### config.mk
export PLATFORM = sky130hd
export DESIGN_NAME = mpic_wb
export DESIGN_NICKNAME = d
export VERILOG_FILES = /design/src/include/marin_params.svh /design/src/logic/wb_pkg.sv /design/src/logic/periph_pkg.sv /design/src/logic/mpic_wb.sv
export SDC_FILE = /design/constraint.sdc
export NUM_CORES = 1
export LEC_CHECK = 0
export ABC_CLOCK_PERIOD_IN_PS = 1600
export BUFFER_PORTS_ARGS = -buffer_cell sky130_fd_sc_hd__buf_4
export CAP_MARGIN = 20
export CORE_MARGIN = 4
export CORE_UTILIZATION = 37
export DETAILED_ROUTE_END_ITERATION = 7
export PLACE_DENSITY = 0.77
export SYNTH_ARGS = -nofsm -noshare
export SYNTH_HDL_FRONTEND = slang
export SYNTH_SLANG_ARGS = --single-unit
### constraint.sdc
create_clock -name clk_i -period 1.6 [get_ports clk_i]
set_clock_uncertainty 0.05 [all_clocks]
set_input_delay 0.32 -clock clk_i [delete_from_list [all_inputs] [get_ports clk_i]]
set_output_delay 0.32 -clock clk_i [all_outputs]
set_load 0.03 [all_outputs]
### src/include/marin_params.svh
// Address map and timing constants for the peripheral subsystem.
// All bases are byte addresses and every base is aligned to its region size.
// The watchdog limit must be at least 2.
`ifndef MARIN_PARAMS_SVH
`define MARIN_PARAMS_SVH

// Word RAM at byte address 0, 512 words, 1 KB region
`define MARIN_RAM_BASE 32'h0000_0000
`define MARIN_RAM_ADDR_BITS 9

// Each register slave owns a 4-byte slot
`define MARIN_REG_ADDR_BITS 2

// Hex display, interrupt controller and watchdog status
`define MARIN_DISP_BASE 32'hF000_0000
`define MARIN_PIC_BASE 32'hF000_0010
`define MARIN_WDT_BASE 32'hF000_0020

// Timer tick period in clocks
`define MARIN_TICK_PERIOD 100

// Strobe cycles without ack before the watchdog ends the cycle
`define MARIN_WDT_LIMIT 16

`endif

### src/logic/wb_pkg.sv
// Bus types for the 16-bit Wishbone-style peripheral bus.
// Cyc and stb are merged into a single strobe since no slave
// distinguishes them.
package wb_pkg;

  // Byte address from the master
  typedef logic [31:0] wb_addr_t;

  // One bus data word
  typedef logic [15:0] wb_data_t;

  // Byte-lane select, bit 0 is the low byte
  typedef logic [1:0] wb_sel_t;

  // Master to slave
  typedef struct packed {
    wb_addr_t adr;
    wb_data_t dat;
    wb_sel_t  sel;
    logic     we;
    logic     stb;
  } wb_req_t;

  // Slave to master, dat is valid while ack is high
  typedef struct packed {
    wb_data_t dat;
    logic     ack;
  } wb_rsp_t;

endpackage

### src/logic/periph_pkg.sv
// Types shared by the peripherals.
// Segment patterns are active low with bit 0 driving segment a.
package periph_pkg;

  // Bits 3..0 are the buttons, bit 4 is the timer tick
  typedef logic [4:0] irq_vec_t;

  // One display digit
  typedef logic [3:0] hex_digit_t;

  // Segments g..a, active low
  typedef logic [6:0] seg7_t;

  // Bus watchdog FSM
  typedef enum logic [1:0] {
    WDT_IDLE,
    WDT_WAIT,
    WDT_FAULT
  } wdt_state_e;

  // Saturating count of terminated cycles
  typedef logic [7:0] wdt_count_t;

endpackage

### src/logic/mpic_wb.sv
// Interrupt controller for five edge-triggered lines.
// Offset 0 reads pending, write 1 to clear. Offset 2 is the enable mask.
// Input lines are expected to be synchronous to clk_i.
module mpic_wb (
  input  logic                 clk_i,
  input  logic                 arst_n_i,
  input  wb_pkg::wb_req_t      req_i,
  output wb_pkg::wb_rsp_t      rsp_o,
  input  periph_pkg::irq_vec_t irq_i,
  output logic                 irq_o
);

  periph_pkg::irq_vec_t irq_prev_q;
  periph_pkg::irq_vec_t pending_q;
  periph_pkg::irq_vec_t enable_q;
  periph_pkg::irq_vec_t rise;
  periph_pkg::irq_vec_t clr;
  logic                 ack_q;
  wb_pkg::wb_data_t     dat_q;
  logic                 access;
  logic                 wr_low;

  assign access = req_i.stb & ~ack_q;
  // All register bits live in the low byte lane
  assign wr_low = access & req_i.we & req_i.sel[0];
  assign rise   = irq_i & ~irq_prev_q;
  assign clr    = (wr_low && !req_i.adr[1]) ? req_i.dat[4:0] : '0;

  always_ff @(posedge clk_i or negedge arst_n_i) begin
    if (!arst_n_i) begin
      irq_prev_q <= '0;
      pending_q  <= '0;
      enable_q   <= '0;
      ack_q      <= 1'b0;
    end else begin
      irq_prev_q <= irq_i;
      ack_q      <= access;
      // A new edge wins over a clear in the same cycle
      pending_q  <= (pending_q & ~clr) | rise;
      if (wr_low && req_i.adr[1]) begin
        enable_q <= req_i.dat[4:0];
      end
    end
  end

  always_ff @(posedge clk_i) begin
    if (access) begin
      dat_q <= {11'b0, req_i.adr[1] ? enable_q : pending_q};
    end
  end

  assign rsp_o.dat = dat_q;
  assign rsp_o.ack = ack_q;
  assign irq_o     = |(pending_q & enable_q);

endmodule

* After elaboration in Yosys (flattened, before gate mapping)
Cells that the tools add are included.
W data, S select, Z words.
** Cells by class
- Shift-type cells :: 0
- Equal/unequal tests :: 0
- Reduce and logical (&&, ||, !) cells :: 4
- $add $sub $neg :: 0
- Mux-type cells :: 2
- Bitwise gates (word level) :: 10
- $lt $le $gt $ge :: 0
- Multiply operators :: 0
- Div/mod/pow operators :: 0
** Operators with widths (number)
- $and A5 B5 Y5 :: 3
- $mux W5 :: 2
- $not A5 Y5 :: 2
- $or A5 B5 Y5 :: 1
- $reduce_or A5 Y1 :: 1
- $and A1 B1 Y1 :: 3
- $logic_and A1 B1 Y1 :: 2
- $logic_not A1 Y1 :: 1
- $not A1 Y1 :: 1
** Word-level totals
- Input bits :: 59
- Memories :: 0
- Memory bits (writable) :: 0
- Logic and storage cells :: 21
- ROM bits :: 0
- Output and inout port bits :: 18
- Flip-flop bits (word level) :: 21
- Latch bits :: 0

* Logic depth before layout (Yosys ltp)
Gate-level depths: netlist of run 1.
- Depth in word-level cells :: 9
- Gate-level depth with buffers :: 4
- Mapped depth without buffers :: 3

* Worst setup path before layout of run 1
Ideal clock, no wire load.
- Kind :: register to output
- Start :: register enable_q[0]
- End :: output irq_o
- Stages on the path, launching flop included :: 3
- Path buffers :: 0
- Arrival time :: 0.917 ns
- Path slack :: 0.313 ns
- Data required time :: 1.230 ns
- Cell sequence :: dfrtp_1 > a222oi_1 > nand2_1
** On the way
- Longest elaborated chain between the ends :: 2
** RTL lines
- from (decl) :: RTL line mpic_wb.sv:15 : periph_pkg::irq_vec_t enable_q;
- from (signal assigned) :: RTL line mpic_wb.sv:41 : enable_q <= req_i.dat[4:0];
- $and A5 B5 Y5 :: RTL line mpic_wb.sv:54 : assign irq_o = |(pending_q & enable_q);
- $reduce_or A5 Y1 :: RTL line mpic_wb.sv:54
- to (decl) :: RTL line mpic_wb.sv:10 : output logic irq_o
No other way between the ends.

* Worst setup path after layout of run 1
- Start :: register pending_q[0]
- End :: output irq_o
** On the way
- Longest elaborated chain between the ends :: 2
** RTL lines
- from (decl) :: RTL line mpic_wb.sv:14 : periph_pkg::irq_vec_t pending_q;
- from (signal assigned) :: RTL line mpic_wb.sv:39 : pending_q <= (pending_q & ~clr) | rise;
- $and A5 B5 Y5 :: RTL line mpic_wb.sv:54
- $reduce_or A5 Y1 :: RTL line mpic_wb.sv:54
No other way between the ends.

==> impl_results.html, run 1 <==
<table>
<tr><th>Metric</th><th>Value</th></tr>
<tr><th colspan="2">Clocking</th></tr>
<tr><td>Clock insertion delay at the later pin of the skew report</td><td>310 ps</td></tr>
<tr><td>Maximum clock path buffer count</td><td>2</td></tr>
<tr><td>Count of clock tree sinks</td><td>21</td></tr>
<tr><td># Post-CTS Setup Buffers</td><td>0</td></tr>
<tr><td>Reg clk slew, reported paths</td><td>110 ps</td></tr>
<tr><td>Clock buffer count from CTS</td><td>3</td></tr>
<tr><td>CTS tree</td><td>yes</td></tr>
<tr><td>CTS H-tree depth</td><td>1</td></tr>
<tr><td>Clock tree root driver cell</td><td>sky130_fd_sc_hd__clkbuf_4</td></tr>
<tr><th colspan="2">Synthesis</th></tr>
<tr><td>Count leader, synth</td><td>sky130_fd_sc_hd__dfrtp_1</td></tr>
<tr><td>Async set or reset register ratio after synthesis</td><td>0.762</td></tr>
<tr><td>Share of the yosys chip area belonging to registers</td><td>0.594</td></tr>
<tr><td>Number of synthesized flops with an enable pin</td><td>5</td></tr>
<tr><td>Yosys top cell area share</td><td>0.432</td></tr>
<tr><td>Ranking of synthesized cells by area</td><td>sky130_fd_sc_hd__dfrtp_1 43%, sky130_fd_sc_hd__edfxtp_1 16%, sky130_fd_sc_hd__mux2_2 12%</td></tr>
<tr><td>Top post-synthesis cells by count</td><td>16 x sky130_fd_sc_hd__dfrtp_1, 12 x sky130_fd_sc_hd__buf_4, 10 x sky130_fd_sc_hd__mux2_2, 10 x sky130_fd_sc_hd__o21ai_0</td></tr>
<tr><td>Count of state elements after synthesis</td><td>21</td></tr>
<tr><td>Most used flip-flop cell after synthesis</td><td>sky130_fd_sc_hd__dfrtp_1</td></tr>
<tr><td>Yosys top cell by area</td><td>sky130_fd_sc_hd__dfrtp_1</td></tr>
<tr><td>Cells after Synth</td><td>71</td></tr>
<tr><td>Total number of yosys warnings</td><td>0</td></tr>
<tr><td>Netlist Area Pre-Place</td><td>927 um2</td></tr>
<tr><td>Average cell area after synthesis</td><td>13.1 um2</td></tr>
<tr><td>Number of different library cells in the post-synthesis netlist</td><td>15</td></tr>
<tr><th colspan="2">Global routing</th></tr>
<tr><td>Vias in the first global route</td><td>560</td></tr>
<tr><td>Global-route wire length before repair</td><td>2540 um</td></tr>
<tr><td>Total congestion overflow</td><td>0</td></tr>
<tr><td>Antenna violations before repair</td><td>0</td></tr>
<tr><td>Pin count of the biggest net entering global routing</td><td>17</td></tr>
<tr><td>Overall track demand over capacity in global routing</td><td>0.103</td></tr>
<tr><th colspan="2">Worst setup path</th></tr>
<tr><td>Critical Path Source Type</td><td>register</td></tr>
<tr><td>Largest fanout of any net on the critical path</td><td>3</td></tr>
<tr><td>Crit path capture type</td><td>output port</td></tr>
<tr><td>Startpoint of the most critical register-to-register path</td><td>ack_q$_DFF_PN0_</td></tr>
<tr><td>Worst setup path startpoint</td><td>pending_q[0]$_DFF_PN0_</td></tr>
<tr><td>Kind of critical path</td><td>register to output port</td></tr>
<tr><td>Arrival @ worst endpoint</td><td>1350 ps</td></tr>
<tr><td>Crit path required time</td><td>1230 ps</td></tr>
<tr><th colspan="2">STA</th></tr>
<tr><td>Setup violation total in the final timing report</td><td>1</td></tr>
<tr><td>Maximum clock rate</td><td>580 MHz</td></tr>
<tr><td>Final critical-path share of the clock period</td><td>1.08</td></tr>
<tr><td>RSZ-0062 raised after global routing</td><td>yes</td></tr>
<tr><td>Final max-slew violation count</td><td>0</td></tr>
<tr><td>Minimum clock period after layout</td><td>1720 ps</td></tr>
<tr><td>Endpoints failing hold</td><td>0</td></tr>
<tr><td>PnR worst setup slack</td><td>-125 ps</td></tr>
<tr><th colspan="2">Floorplan</th></tr>
<tr><td>Number of top-level pins</td><td>77</td></tr>
<tr><td>Floorplan Core Area</td><td>0.00230 mm2</td></tr>
<tr><td>Site row count</td><td>17</td></tr>
<tr><td>Starting utilization of the core area</td><td>0.404</td></tr>
<tr><td>Vert. Die Dim</td><td>58.1 um</td></tr>
<tr><td>Width of the die</td><td>58.1 um</td></tr>
<tr><td>Die ar.</td><td>0.00337 mm2</td></tr>
<tr><th colspan="2">Routing</th></tr>
<tr><td>Remaining routing DRC violations</td><td>0</td></tr>
<tr><td>Post-Route WL</td><td>1590 um</td></tr>
<tr><td>Routed Antenna Nets</td><td>0</td></tr>
<tr><td>DRT iter0 DRCs</td><td>10</td></tr>
<tr><td>Average via count per standard cell</td><td>4.52</td></tr>
<tr><td>Routed vias</td><td>556</td></tr>
<tr><td>Routed length per instance</td><td>13.0 um</td></tr>
<tr><td>Pre-Repair DR Iteration Count</td><td>2</td></tr>
<tr><th colspan="2">Min path</th></tr>
<tr><td>Class of the worst hold path</td><td>input pin to register</td></tr>
<tr><td>Startpoint of the worst hold path</td><td>irq_i[4]</td></tr>
<tr><th colspan="2">Final layout</th></tr>
<tr><td>Layout cell share with drive strength beyond 1</td><td>0.400</td></tr>
<tr><td>Area delta synth-&gt;final</td><td>19.8%</td></tr>
<tr><td>Fill cells</td><td>224</td></tr>
<tr><td>Final #Nets</td><td>155</td></tr>
<tr><td>Sequential cell area</td><td>551 um2</td></tr>
<tr><td>Post-layout utilization of the core</td><td>0.484</td></tr>
<tr><td>Total area of multi-input combinational cells</td><td>300 um2</td></tr>
<tr><td>Ant diodes</td><td>0</td></tr>
<tr><th colspan="2">Placed design</th></tr>
<tr><td>Last weighted congestion value of the routability-driven placer</td><td>0.719</td></tr>
<tr><td>IO buf count</td><td>22</td></tr>
<tr><th colspan="2">Power</th></tr>
<tr><td>Total power of the final layout</td><td>0.00113 W</td></tr>
<tr><td>Leak</td><td>0.494 nW</td></tr>
<tr><td>Total power per unit cell area</td><td>1020 mW/mm2</td></tr>
<tr><td>Maximum vdd ir drop</td><td>0.443 mV</td></tr>
<tr><th colspan="2">Run status</th></tr>
<tr><td>Run status</td><td>finished, violations left</td></tr>
<tr><td>Violations in the final reports</td><td>negative setup slack</td></tr>
<tr><th colspan="2">Job</th></tr>
<tr><td>Reported max-cap violation count</td><td>0</td></tr>
</table>
state kept, by name, summed over array words and instances (netlist names):
| register | cells |
|---|---|
| ack_q | 1 |
| irq_prev_q | 5 |
| enable_q | 5 |
| dat_q | 5 |
| pending_q | 5 |
path summary, 6_finish.rpt:
check	endpoint	slack [ps]	cells after the start
min	irq_prev_q[4]$_DFF_PN0_	70	1
min in group asynchronous	pending_q[0]$_DFF_PN0_	340	2
min reg2reg	pending_q[4]$_DFF_PN0_	380	1
max in group asynchronous	pending_q[1]$_DFF_PN0_	980	2
max reg2reg	enable_q[4]$_DFFE_PN0P_	290	3
max	irq_o	-120	3
power by group:
part,internal [W],switching [W]
logic,0.000108,0.000129
registers,0.000612,0.0000324
clock network,0.0000934,0.000160
stage by stage:
step / setup TNS, ps / hold WS [ps] / area (um2) / setup WS, ps / std cells
floorplan: 0 / -25.6 / 965 / 313 / 81
global placement: 0 / 138 / 1070 / 226 / 118
detailed placement: 0 / 141 / 1070 / 206 / 118
CTS: -131 / 62.6 / 1110 / -131 / 123
global route: -255 / 52.6 / 1110 / -255 / 123
finish: -125 / 68.8 / 1110 / -125 / 123
layer usage:
metal / track usage / routed length, um / up-vias
met5: 0 / 0 / -
met3: 0.0223 / 146 / 3
met2: 0.169 / 757 / 29
li1: - / - / 266
met4: 0.0596 / 30 / 0
met1: 0.122 / 659 / 258
placed cells by master (no fill, tap or decap):
master	count
sky130_fd_sc_hd__a222oi_1	1
sky130_fd_sc_hd__a22oi_1	1
sky130_fd_sc_hd__buf_4	21
sky130_fd_sc_hd__buf_6	1
sky130_fd_sc_hd__clkbuf_4	3
sky130_fd_sc_hd__clkinv_2	1
sky130_fd_sc_hd__conb_1	11
sky130_fd_sc_hd__dfrtp_1	16
sky130_fd_sc_hd__dlygate4sd3_1	1
sky130_fd_sc_hd__edfxtp_1	5
sky130_fd_sc_hd__inv_1	5
sky130_fd_sc_hd__mux2_2	10
sky130_fd_sc_hd__nand2_1	1
sky130_fd_sc_hd__nand2b_1	5
sky130_fd_sc_hd__nand4_4	1
sky130_fd_sc_hd__nand4b_1	1
sky130_fd_sc_hd__nor2b_4	1
sky130_fd_sc_hd__o21ai_0	10
cells by family (layout without fill, tap and decap cells):
logic type	count (synthesis)	count (layout)	synth area share
flops	21	21	0.594
buf+inv	18	32	0.123
compound gates	12	12	0.0729
mux	10	10	0.121
simple gates	9	9	0.0850
other cells	1	11	0.00404
worst max-delay path: stages, from the launching register on:
cell and delay (ps):
sky130_fd_sc_hd__dfrtp_1 410, sky130_fd_sc_hd__a222oi_1 350, sky130_fd_sc_hd__nand2_1 130, sky130_fd_sc_hd__buf_6 150
final cells by class:
cell class,count,area share
clock buffer,3,0.0203
clock inverter,1,0.00450
tap,28,0.0315
timing repair buffer,23,0.161
inverter,5,0.0169
sequential,21,0.495
multi-input combinational,42,0.270
timing repair:
item                                   4_1_cts  5_1_grt
hold buffers                                 1        0
endpoints found under the hold margin       16        0
setup endpoints to repair                    1        1
resized for setup                            1        0
pin swaps                                    2        0
Note: power is estimated with default switching activity, not from simulation.
==> inputs of run 2 (changes only) <==
Settings changed: ABC_AREA set to 1, CORE_UTILIZATION 37 to 38, PLACE_DENSITY 0.77 to 0.79, RECOVER_POWER set to 25.
==> run 2 against run 1 <==
Net effect:
- the flow still finishes with violations (negative setup slack)
- synthesized cell count is 48% higher
- die area decreased by 0.67%
- maximum frequency rose by 7.4%
- via count increased by 24%
- cell count up 30%
- final area increased by 1.5%
- critical path type unchanged
- critical endpoint unchanged
- largest power group unchanged
==> impl_results.html, run 2 <==
<table>
<tr><th>Metric</th><th>Value</th></tr>
<tr><th colspan="2">Worst setup path</th></tr>
<tr><td>Largest delay contributor family on the critical path</td><td>flip-flops</td></tr>
<tr><td>Critical Path Source Type</td><td>register</td></tr>
<tr><td>Internal reg-to-reg setup slack</td><td>400 ps</td></tr>
<tr><td>Startpoint of the most critical register-to-register path</td><td>ack_q$_DFF_PN0_</td></tr>
<tr><td>Most repeated library cell on the critical path</td><td>sky130_fd_sc_hd__nand2_1</td></tr>
<tr><td>CP bufs+invs</td><td>1</td></tr>
<tr><td>Kind of critical path</td><td>register to output port</td></tr>
<tr><td>End of the worst register-to-register path</td><td>enable_q[4]$_DFFE_PN0P_</td></tr>
<tr><td>Critical Path Max Stage Delay</td><td>430 ps</td></tr>
<tr><td>Largest fanout of any net on the critical path</td><td>3</td></tr>
<tr><td>Critical path cell sequence</td><td>nand2_1 &gt; nand2_1 &gt; a21oi_1 &gt; nand3_1 &gt; buf_6</td></tr>
<tr><td>Crit path required time</td><td>1230 ps</td></tr>
<tr><td>Crit path max-delay cell type</td><td>sky130_fd_sc_hd__dfrtp_1</td></tr>
<tr><td>Arrival @ worst endpoint</td><td>1240 ps</td></tr>
<tr><td>Crit path capture type</td><td>output port</td></tr>
<tr><td>Cells on worst reg2reg path</td><td>6</td></tr>
<tr><th colspan="2">Synthesis</th></tr>
<tr><td>Async set or reset register ratio after synthesis</td><td>0.762</td></tr>
<tr><td>Netlist Area Pre-Place</td><td>945 um2</td></tr>
<tr><td>Yosys top cell by area</td><td>sky130_fd_sc_hd__dfrtp_1</td></tr>
<tr><td>Ranking of synthesized cells by area</td><td>sky130_fd_sc_hd__dfrtp_1 42%, sky130_fd_sc_hd__nand2_1 19%, sky130_fd_sc_hd__edfxtp_1 16%</td></tr>
<tr><td>Top post-synthesis cells by count</td><td>47 x sky130_fd_sc_hd__nand2_1, 16 x sky130_fd_sc_hd__dfrtp_1, 12 x sky130_fd_sc_hd__buf_4</td></tr>
<tr><td>Cells after Synth</td><td>105</td></tr>
<tr><td>Average cell area after synthesis</td><td>9.00 um2</td></tr>
<tr><td>Share of the yosys chip area belonging to registers</td><td>0.583</td></tr>
<tr><td>Most used flip-flop cell after synthesis</td><td>sky130_fd_sc_hd__dfrtp_1</td></tr>
<tr><td>Number of synthesized flops with an enable pin</td><td>5</td></tr>
<tr><td>Count leader, synth</td><td>sky130_fd_sc_hd__nand2_1</td></tr>
<tr><td>Number of different library cells in the post-synthesis netlist</td><td>13</td></tr>
<tr><td>Count of state elements after synthesis</td><td>21</td></tr>
<tr><td>Total number of yosys warnings</td><td>0</td></tr>
<tr><td>Yosys top cell area share</td><td>0.424</td></tr>
<tr><th colspan="2">Final layout</th></tr>
<tr><td>Post-layout utilization of the core</td><td>0.491</td></tr>
<tr><td>Layout cell share with drive strength beyond 1</td><td>0.205</td></tr>
<tr><td>Total area of multi-input combinational cells</td><td>295 um2</td></tr>
<tr><td>Design Area, Final</td><td>0.00113 mm2</td></tr>
<tr><td>Area delta synth-&gt;final</td><td>19.3%</td></tr>
<tr><td>Sequential cell area</td><td>551 um2</td></tr>
<tr><td>Most frequent cells in the layout</td><td>47 x sky130_fd_sc_hd__nand2_1, 19 x sky130_fd_sc_hd__buf_4, 16 x sky130_fd_sc_hd__dfrtp_1, 11 x sky130_fd_sc_hd__nand3_1, 11 x sky130_fd_sc_hd__conb_1</td></tr>
<tr><td>Final #Nets</td><td>192</td></tr>
<tr><td>Ant diodes</td><td>0</td></tr>
<tr><td>Fill cells</td><td>220</td></tr>
<tr><td>Most common cell after layout, fill and taps aside</td><td>sky130_fd_sc_hd__nand2_1</td></tr>
<tr><th colspan="2">Clocking</th></tr>
<tr><td>Maximum clock path buffer count</td><td>2</td></tr>
<tr><td>Clock buffer count from CTS</td><td>3</td></tr>
<tr><td>Count of clock tree sinks</td><td>21</td></tr>
<tr><td>Reg clk slew, reported paths</td><td>120 ps</td></tr>
<tr><td>CTS H-tree depth</td><td>1</td></tr>
<tr><td>CTS tree</td><td>yes</td></tr>
<tr><td>Clock insertion delay at the later pin of the skew report</td><td>300 ps</td></tr>
<tr><td>Clock tree root driver cell</td><td>sky130_fd_sc_hd__clkbuf_4</td></tr>
<tr><th colspan="2">STA</th></tr>
<tr><td>Final max-slew violation count</td><td>0</td></tr>
<tr><td>Endpoints failing hold</td><td>0</td></tr>
<tr><td>Worst relative slew slack</td><td>0.444</td></tr>
<tr><td>Minimum clock period after layout</td><td>1610 ps</td></tr>
<tr><td>PnR worst setup slack</td><td>-5.77 ps</td></tr>
<tr><td>Pin slew with the least headroom to its limit</td><td>835 ps</td></tr>
<tr><td>RSZ-0062 raised after global routing</td><td>yes</td></tr>
<tr><td>Final critical-path share of the clock period</td><td>1.00</td></tr>
<tr><td>Setup TNS</td><td>-5.77 ps</td></tr>
<tr><td>Maximum clock rate</td><td>623 MHz</td></tr>
<tr><td>Setup violation total in the final timing report</td><td>1</td></tr>
<tr><td>Hold Slack</td><td>89.0 ps</td></tr>
<tr><th colspan="2">Power</th></tr>
<tr><td>Clk network pwr share</td><td>0.216</td></tr>
<tr><td>Switching power share of the total</td><td>0.300</td></tr>
<tr><td>Combinational cell fraction of total power</td><td>0.227</td></tr>
<tr><td>Int Power</td><td>0.000800 W</td></tr>
<tr><td>Power dissipated by switching net loads</td><td>0.000342 W</td></tr>
<tr><td>Sequential group share of total power</td><td>0.557</td></tr>
<tr><td>Maximum vdd ir drop</td><td>0.383 mV</td></tr>
<tr><td>Leak</td><td>0.593 nW</td></tr>
<tr><td>Total power per unit cell area</td><td>1010 mW/mm2</td></tr>
<tr><th colspan="2">Job</th></tr>
<tr><td>Reported max-cap violation count</td><td>0</td></tr>
<tr><th colspan="2">Floorplan</th></tr>
<tr><td>Number of top-level pins</td><td>77</td></tr>
<tr><td>Width of the die</td><td>57.9 um</td></tr>
<tr><td>Floorplan Core Area</td><td>0.00230 mm2</td></tr>
<tr><td>Site row count</td><td>17</td></tr>
<tr><td>Vert. Die Dim</td><td>57.9 um</td></tr>
<tr><td>Die ar.</td><td>0.00335 mm2</td></tr>
<tr><td>Starting utilization of the core area</td><td>0.411</td></tr>
<tr><th colspan="2">Placed design</th></tr>
<tr><td>IO buf count</td><td>22</td></tr>
<tr><td>Detailed placement HPWL</td><td>1250 um</td></tr>
<tr><td>Last weighted congestion value of the routability-driven placer</td><td>0.724</td></tr>
<tr><td>Area of placed instances</td><td>0.00108 mm2</td></tr>
<tr><th colspan="2">Global routing</th></tr>
<tr><td>Global-route wire length before repair</td><td>2840 um</td></tr>
<tr><td>Total congestion overflow</td><td>0</td></tr>
<tr><td>Vias in the first global route</td><td>685</td></tr>
<tr><td>Antenna violations before repair</td><td>0</td></tr>
<tr><td>Pin count of the biggest net entering global routing</td><td>17</td></tr>
<tr><td>Overall track demand over capacity in global routing</td><td>0.111</td></tr>
<tr><th colspan="2">Min path</th></tr>
<tr><td>Worst hold path endpoint</td><td>irq_prev_q[3]$_DFF_PN0_</td></tr>
<tr><td>Class of the worst hold path</td><td>input pin to register</td></tr>
<tr><td>Startpoint of the worst hold path</td><td>irq_i[3]</td></tr>
<tr><td>Worst Hold Path Cells</td><td>1</td></tr>
<tr><th colspan="2">Routing</th></tr>
<tr><td>Routed vias</td><td>689</td></tr>
<tr><td>DRT iter0 DRCs</td><td>13</td></tr>
<tr><td>Remaining routing DRC violations</td><td>0</td></tr>
<tr><td>Routed length per instance</td><td>10.5 um</td></tr>
<tr><td>Average via count per standard cell</td><td>4.31</td></tr>
<tr><td>Routed Antenna Nets</td><td>0</td></tr>
<tr><td>Post-Route WL</td><td>1670 um</td></tr>
<tr><td>Pre-Repair DR Iteration Count</td><td>4</td></tr>
<tr><th colspan="2">Run status</th></tr>
<tr><td>Run status</td><td>finished, violations left</td></tr>
<tr><td>Violations in the final reports</td><td>negative setup slack</td></tr>
</table>
==> run 2: cell count changes after synthesis, moves of 2 or more <==
cell	delta
sky130_fd_sc_hd__nand3_1	+11
sky130_fd_sc_hd__inv_1	+2
sky130_fd_sc_hd__nand2_1	+46
sky130_fd_sc_hd__nand2b_1	-5
sky130_fd_sc_hd__o21ai_0	-10
sky130_fd_sc_hd__mux2_2	-10
==> run 2: cells by family (layout without fill, tap and decap cells) <==
group,after synthesis,after routing,share of synthesized area
simple gates,60,60,0.264
buf+inv,22,39,0.144
flops,21,21,0.583
other cells,1,11,0.00397
compound gates,1,1,0.00529
==> run 2: worst register-to-register path: cells and delay by family, from the launching register on <==
kind	cells	cell delay, ps
AND/OR/NAND/NOR	5	590
flip-flops	1	390
buffers and inverters	1	70
==> run 2: area by class of cell <==
class	instances	share of cell area
flip-flops and latches	21	0.488
multi-input cells	72	0.262
repair buffers	27	0.169
well taps	28	0.0311
inverters	8	0.0266
clock buffers	4	0.0233
==> run 2: metal layers <==
layer / up-vias / global-route usage / wire [um]
li1: 353 / - / -
met1: 297 / 0.127 / 662
met2: 35 / 0.187 / 822
met3: 4 / 0.0356 / 162
met4: 0 / 0.0497 / 25
met5: - / 0 / 0
==> run 2: what timing repair did <==
action	4_1_cts	5_1_grt
hold buffers	1	0
pin swaps	0	2
setup endpoints to repair	1	1
resized for setup	1	0
gates cloned	0	0
hold endpoints to repair	16	0
buffers inserted	0	4
==> run 2: power by group through the flow <==
stage | clock network [W] | registers [W] | logic [W]
finish | 0.000247 | 0.000636 | 0.000260
detailed placement | 0 | 0.000647 | 0.000238
global placement | 0 | 0.000642 | 0.000232
floorplan | 0 | 0.000659 | 0.000160
global route | 0.000284 | 0.000642 | 0.000292
CTS | 0.000258 | 0.000636 | 0.000246
==> run 2: worst max path at each step <==
| stage | slack, ps | endpoint | startpoint | cells past startpoint |
|---|---|---|---|---|
| floorplan | 400 | irq_o | enable_q[1]$_DFFE_PN0P_ | 4 |
| CTS | 2 | irq_o | enable_q[1]$_DFFE_PN0P_ | 5 |
| global route | -100 | irq_o | pending_q[1]$_DFF_PN0_ | 5 |
| detailed placement | 340 | irq_o | enable_q[1]$_DFFE_PN0P_ | 5 |
| finish | -6 | irq_o | enable_q[1]$_DFFE_PN0P_ | 5 |
| global placement | 350 | irq_o | enable_q[1]$_DFFE_PN0P_ | 5 |
==> run 2: per-stage QoR <==
stage / power [W] / setup WS, ps / instances
after floorplan: 0.000819 / 401 / 115
after CTS: 0.00114 / 1.73 / 156
after global routing: 0.00122 / -104 / 160
after global placement: 0.000874 / 346 / 151
final: 0.00114 / -5.77 / 160
after detailed placement: 0.000885 / 342 / 151
==> inputs of run 3 (changes only) <==
Settings changed: ABC_CLOCK_PERIOD_IN_PS 1600 to 1500.
Clock period 1.6 ns to 1.5 ns, I/O delays scaled along.
==> run 3 against run 2 <==
Net effect:
- cell count grew 2.5%
- critical path type unchanged
- first-iteration DRC count grew 15%
- the flow still finishes with violations (negative setup slack)
- wire length grew 3.8%
- sequential power grew 6.0%
- combinational power grew 17%
- register-to-register slack lost 100 ps
==> impl_results.html, run 3 (synthesis results as in run 2) <==
<table>
<tr><th>Metric</th><th>Value</th></tr>
<tr><th colspan="2">Global routing</th></tr>
<tr><td>Total congestion overflow</td><td>0</td></tr>
<tr><td>Vias in the first global route</td><td>735</td></tr>
<tr><td>Antenna violations before repair</td><td>0</td></tr>
<tr><td>Pin count of the biggest net entering global routing</td><td>17</td></tr>
<tr><td>Overall track demand over capacity in global routing</td><td>0.115</td></tr>
<tr><td>Global-route wire length before repair</td><td>2970 um</td></tr>
<tr><th colspan="2">Routing</th></tr>
<tr><td>Routed Antenna Nets</td><td>0</td></tr>
<tr><td>Routed vias</td><td>726</td></tr>
<tr><td>Routed length per instance</td><td>10.6 um</td></tr>
<tr><td>Pre-Repair DR Iteration Count</td><td>4</td></tr>
<tr><td>Post-Route WL</td><td>1740 um</td></tr>
<tr><td>DRT iter0 DRCs</td><td>15</td></tr>
<tr><td>Average via count per standard cell</td><td>4.43</td></tr>
<tr><td>Remaining routing DRC violations</td><td>0</td></tr>
<tr><th colspan="2">STA</th></tr>
<tr><td>Setup TNS</td><td>-55.2 ps</td></tr>
<tr><td>Final critical-path share of the clock period</td><td>1.04</td></tr>
<tr><td>PnR worst setup slack</td><td>-55.2 ps</td></tr>
<tr><td>Pin slew with the least headroom to its limit</td><td>834 ps</td></tr>
<tr><td>Setup violation total in the final timing report</td><td>1</td></tr>
<tr><td>Hold Slack</td><td>67.8 ps</td></tr>
<tr><td>Maximum clock rate</td><td>643 MHz</td></tr>
<tr><td>Final max-slew violation count</td><td>0</td></tr>
<tr><td>Minimum clock period after layout</td><td>1560 ps</td></tr>
<tr><td>RSZ-0062 raised after global routing</td><td>yes</td></tr>
<tr><td>Endpoints failing hold</td><td>0</td></tr>
<tr><td>Worst relative slew slack</td><td>0.444</td></tr>
<tr><th colspan="2">Power</th></tr>
<tr><td>Combinational cell fraction of total power</td><td>0.244</td></tr>
<tr><td>Maximum vdd ir drop</td><td>0.409 mV</td></tr>
<tr><td>Clk network pwr share</td><td>0.213</td></tr>
<tr><td>Total power per unit cell area</td><td>1070 mW/mm2</td></tr>
<tr><td>Sequential group share of total power</td><td>0.543</td></tr>
<tr><td>Int Power</td><td>0.000870 W</td></tr>
<tr><td>Power dissipated by switching net loads</td><td>0.000372 W</td></tr>
<tr><td>Leak</td><td>0.612 nW</td></tr>
<tr><td>Switching power share of the total</td><td>0.299</td></tr>
<tr><th colspan="2">Job</th></tr>
<tr><td>Reported max-cap violation count</td><td>0</td></tr>
<tr><th colspan="2">Clocking</th></tr>
<tr><td>CTS H-tree depth</td><td>1</td></tr>
<tr><td>Clock buffer count from CTS</td><td>3</td></tr>
<tr><td>CTS tree</td><td>yes</td></tr>
<tr><td>Count of clock tree sinks</td><td>21</td></tr>
<tr><td>Clock insertion delay at the later pin of the skew report</td><td>300 ps</td></tr>
<tr><td>Reg clk slew, reported paths</td><td>120 ps</td></tr>
<tr><td>Clock tree root driver cell</td><td>sky130_fd_sc_hd__clkbuf_4</td></tr>
<tr><td>Maximum clock path buffer count</td><td>2</td></tr>
<tr><th colspan="2">Floorplan</th></tr>
<tr><td>Die ar.</td><td>0.00335 mm2</td></tr>
<tr><td>Vert. Die Dim</td><td>57.9 um</td></tr>
<tr><td>Starting utilization of the core area</td><td>0.411</td></tr>
<tr><td>Site row count</td><td>17</td></tr>
<tr><td>Floorplan Core Area</td><td>0.00230 mm2</td></tr>
<tr><td>Width of the die</td><td>57.9 um</td></tr>
<tr><td>Number of top-level pins</td><td>77</td></tr>
<tr><th colspan="2">Worst setup path</th></tr>
<tr><td>Critical Path Source Type</td><td>register</td></tr>
<tr><td>Kind of critical path</td><td>register to output port</td></tr>
<tr><td>Crit path capture type</td><td>output port</td></tr>
<tr><td>Internal reg-to-reg setup slack</td><td>300 ps</td></tr>
<tr><td>Most repeated library cell on the critical path</td><td>sky130_fd_sc_hd__nand2_1</td></tr>
<tr><td>Crit path max-delay cell type</td><td>sky130_fd_sc_hd__dfrtp_1</td></tr>
<tr><td>Arrival @ worst endpoint</td><td>1210 ps</td></tr>
<tr><td>Largest fanout of any net on the critical path</td><td>2</td></tr>
<tr><td>Crit path required time</td><td>1150 ps</td></tr>
<tr><td>Critical Path Max Stage Delay</td><td>400 ps</td></tr>
<tr><td>Critical path cell sequence</td><td>nand2_1 &gt; nand2_1 &gt; a21oi_1 &gt; nand3_1 &gt; buf_6</td></tr>
<tr><th colspan="2">Placed design</th></tr>
<tr><td>IO buf count</td><td>22</td></tr>
<tr><td>Detailed placement HPWL</td><td>1250 um</td></tr>
<tr><td>Last weighted congestion value of the routability-driven placer</td><td>0.724</td></tr>
<tr><td>Worst slack at placement</td><td>262 ps</td></tr>
<tr><th colspan="2">Final layout</th></tr>
<tr><td>Layout cell share with drive strength beyond 1</td><td>0.228</td></tr>
<tr><td>Most common cell after layout, fill and taps aside</td><td>sky130_fd_sc_hd__nand2_1</td></tr>
<tr><td>Final #Nets</td><td>196</td></tr>
<tr><td>Most frequent cells in the layout</td><td>47 x sky130_fd_sc_hd__nand2_1, 23 x sky130_fd_sc_hd__buf_4, 16 x sky130_fd_sc_hd__dfrtp_1, 11 x sky130_fd_sc_hd__nand3_1, 11 x sky130_fd_sc_hd__conb_1</td></tr>
<tr><td>Area delta synth-&gt;final</td><td>22.5%</td></tr>
<tr><td>Ant diodes</td><td>0</td></tr>
<tr><th colspan="2">Min path</th></tr>
<tr><td>Class of the worst hold path</td><td>input pin to register</td></tr>
<tr><th colspan="2">Run status</th></tr>
<tr><td>Run status</td><td>finished, violations left</td></tr>
<tr><td>Violations in the final reports</td><td>negative setup slack</td></tr>
</table>
## run 3: cell types whose count changed in the layout (fill, tap and decap cells not counted)
| cell | before | now |
|---|---|---|
| sky130_fd_sc_hd__buf_4 | 19 | 23 |
## run 3: worst max-delay path, delay by kind of cell, from the launching register on
| kind | cells | cell delay [ps] |
|---|---|---|
| flops | 1 | 400 |
| simple gates | 3 | 250 |
| buf+inv | 1 | 150 |
| compound gates | 1 | 110 |
## run 3: layout make-up
| class | count | area [um2] |
|---|---|---|
| Multi-Input combinational cell | 72 | 295 |
| Tap cell | 28 | 35.0 |
| Clock buffer | 4 | 26.3 |
| Inverter | 8 | 30.0 |
| Timing Repair Buffer | 31 | 220 |
| Fill cell | 222 | 1140 |
| Sequential cell | 21 | 551 |
## run 3: routing by layer
| metal | track usage | vias up | share of wire | wire length (um) |
|---|---|---|---|---|
| met5 | 0 | - | 0 | 0 |
| li1 | - | 361 | - | - |
| met3 | 0.0379 | 4 | 0.10 | 178 |
| met2 | 0.197 | 41 | 0.49 | 852 |
| met1 | 0.129 | 320 | 0.39 | 681 |
| met4 | 0.0563 | 0 | 0.014 | 25 |
## run 3: power by group through the flow
stage          Sequential, W  Clock, W  Combinational (W)
6_report            0.000674  0.000264           0.000303
3_3_place_gp        0.000685         0           0.000248
5_1_grt             0.000681  0.000303           0.000337
2_1_floorplan       0.000703         0           0.000170
4_1_cts             0.000675  0.000276           0.000285
3_5_place_dp        0.000690         0           0.000254
## run 3: worst paths after layout
| path | startpoint | to | cells past startpoint |
|---|---|---|---|
| min in group asynchronous | arst_n_i | ack_q$_DFF_PN0_ | 2 |
| max in group asynchronous | arst_n_i | enable_q[4]$_DFFE_PN0P_ | 2 |
| worst min register to register | irq_prev_q[4]$_DFF_PN0_ | pending_q[4]$_DFF_PN0_ | 3 |
| worst max register to register | ack_q$_DFF_PN0_ | enable_q[4]$_DFFE_PN0P_ | 6 |
| worst min-delay path | irq_i[3] | irq_prev_q[3]$_DFF_PN0_ | 1 |
| worst max-delay path | pending_q[1]$_DFF_PN0_ | irq_o | 5 |
## run 3: repair_timing
action	4_1_cts	5_1_grt
gates resized for setup	1	0
setup endpoints to repair	1	1
hold buffers	1	0
setup buffers	4	4
endpoints found under the hold margin	16	0
pin swaps	4	1
## run 3: per-stage QoR
| step | cell area (um2) | utilization | total power (W) | std cells |
|---|---|---|---|---|
| 2_1_floorplan | 982 | - | 0.000874 | 115 |
| 3_3_place_gp | 1080 | 0.468 | 0.000933 | 151 |
| 3_5_place_dp | 1080 | 0.468 | 0.000944 | 151 |
| 4_1_cts | 1150 | 0.499 | 0.00124 | 160 |
| 5_1_grt | 1160 | 0.504 | 0.00132 | 164 |
| 6_report | 1160 | 0.504 | 0.00124 | 164 |
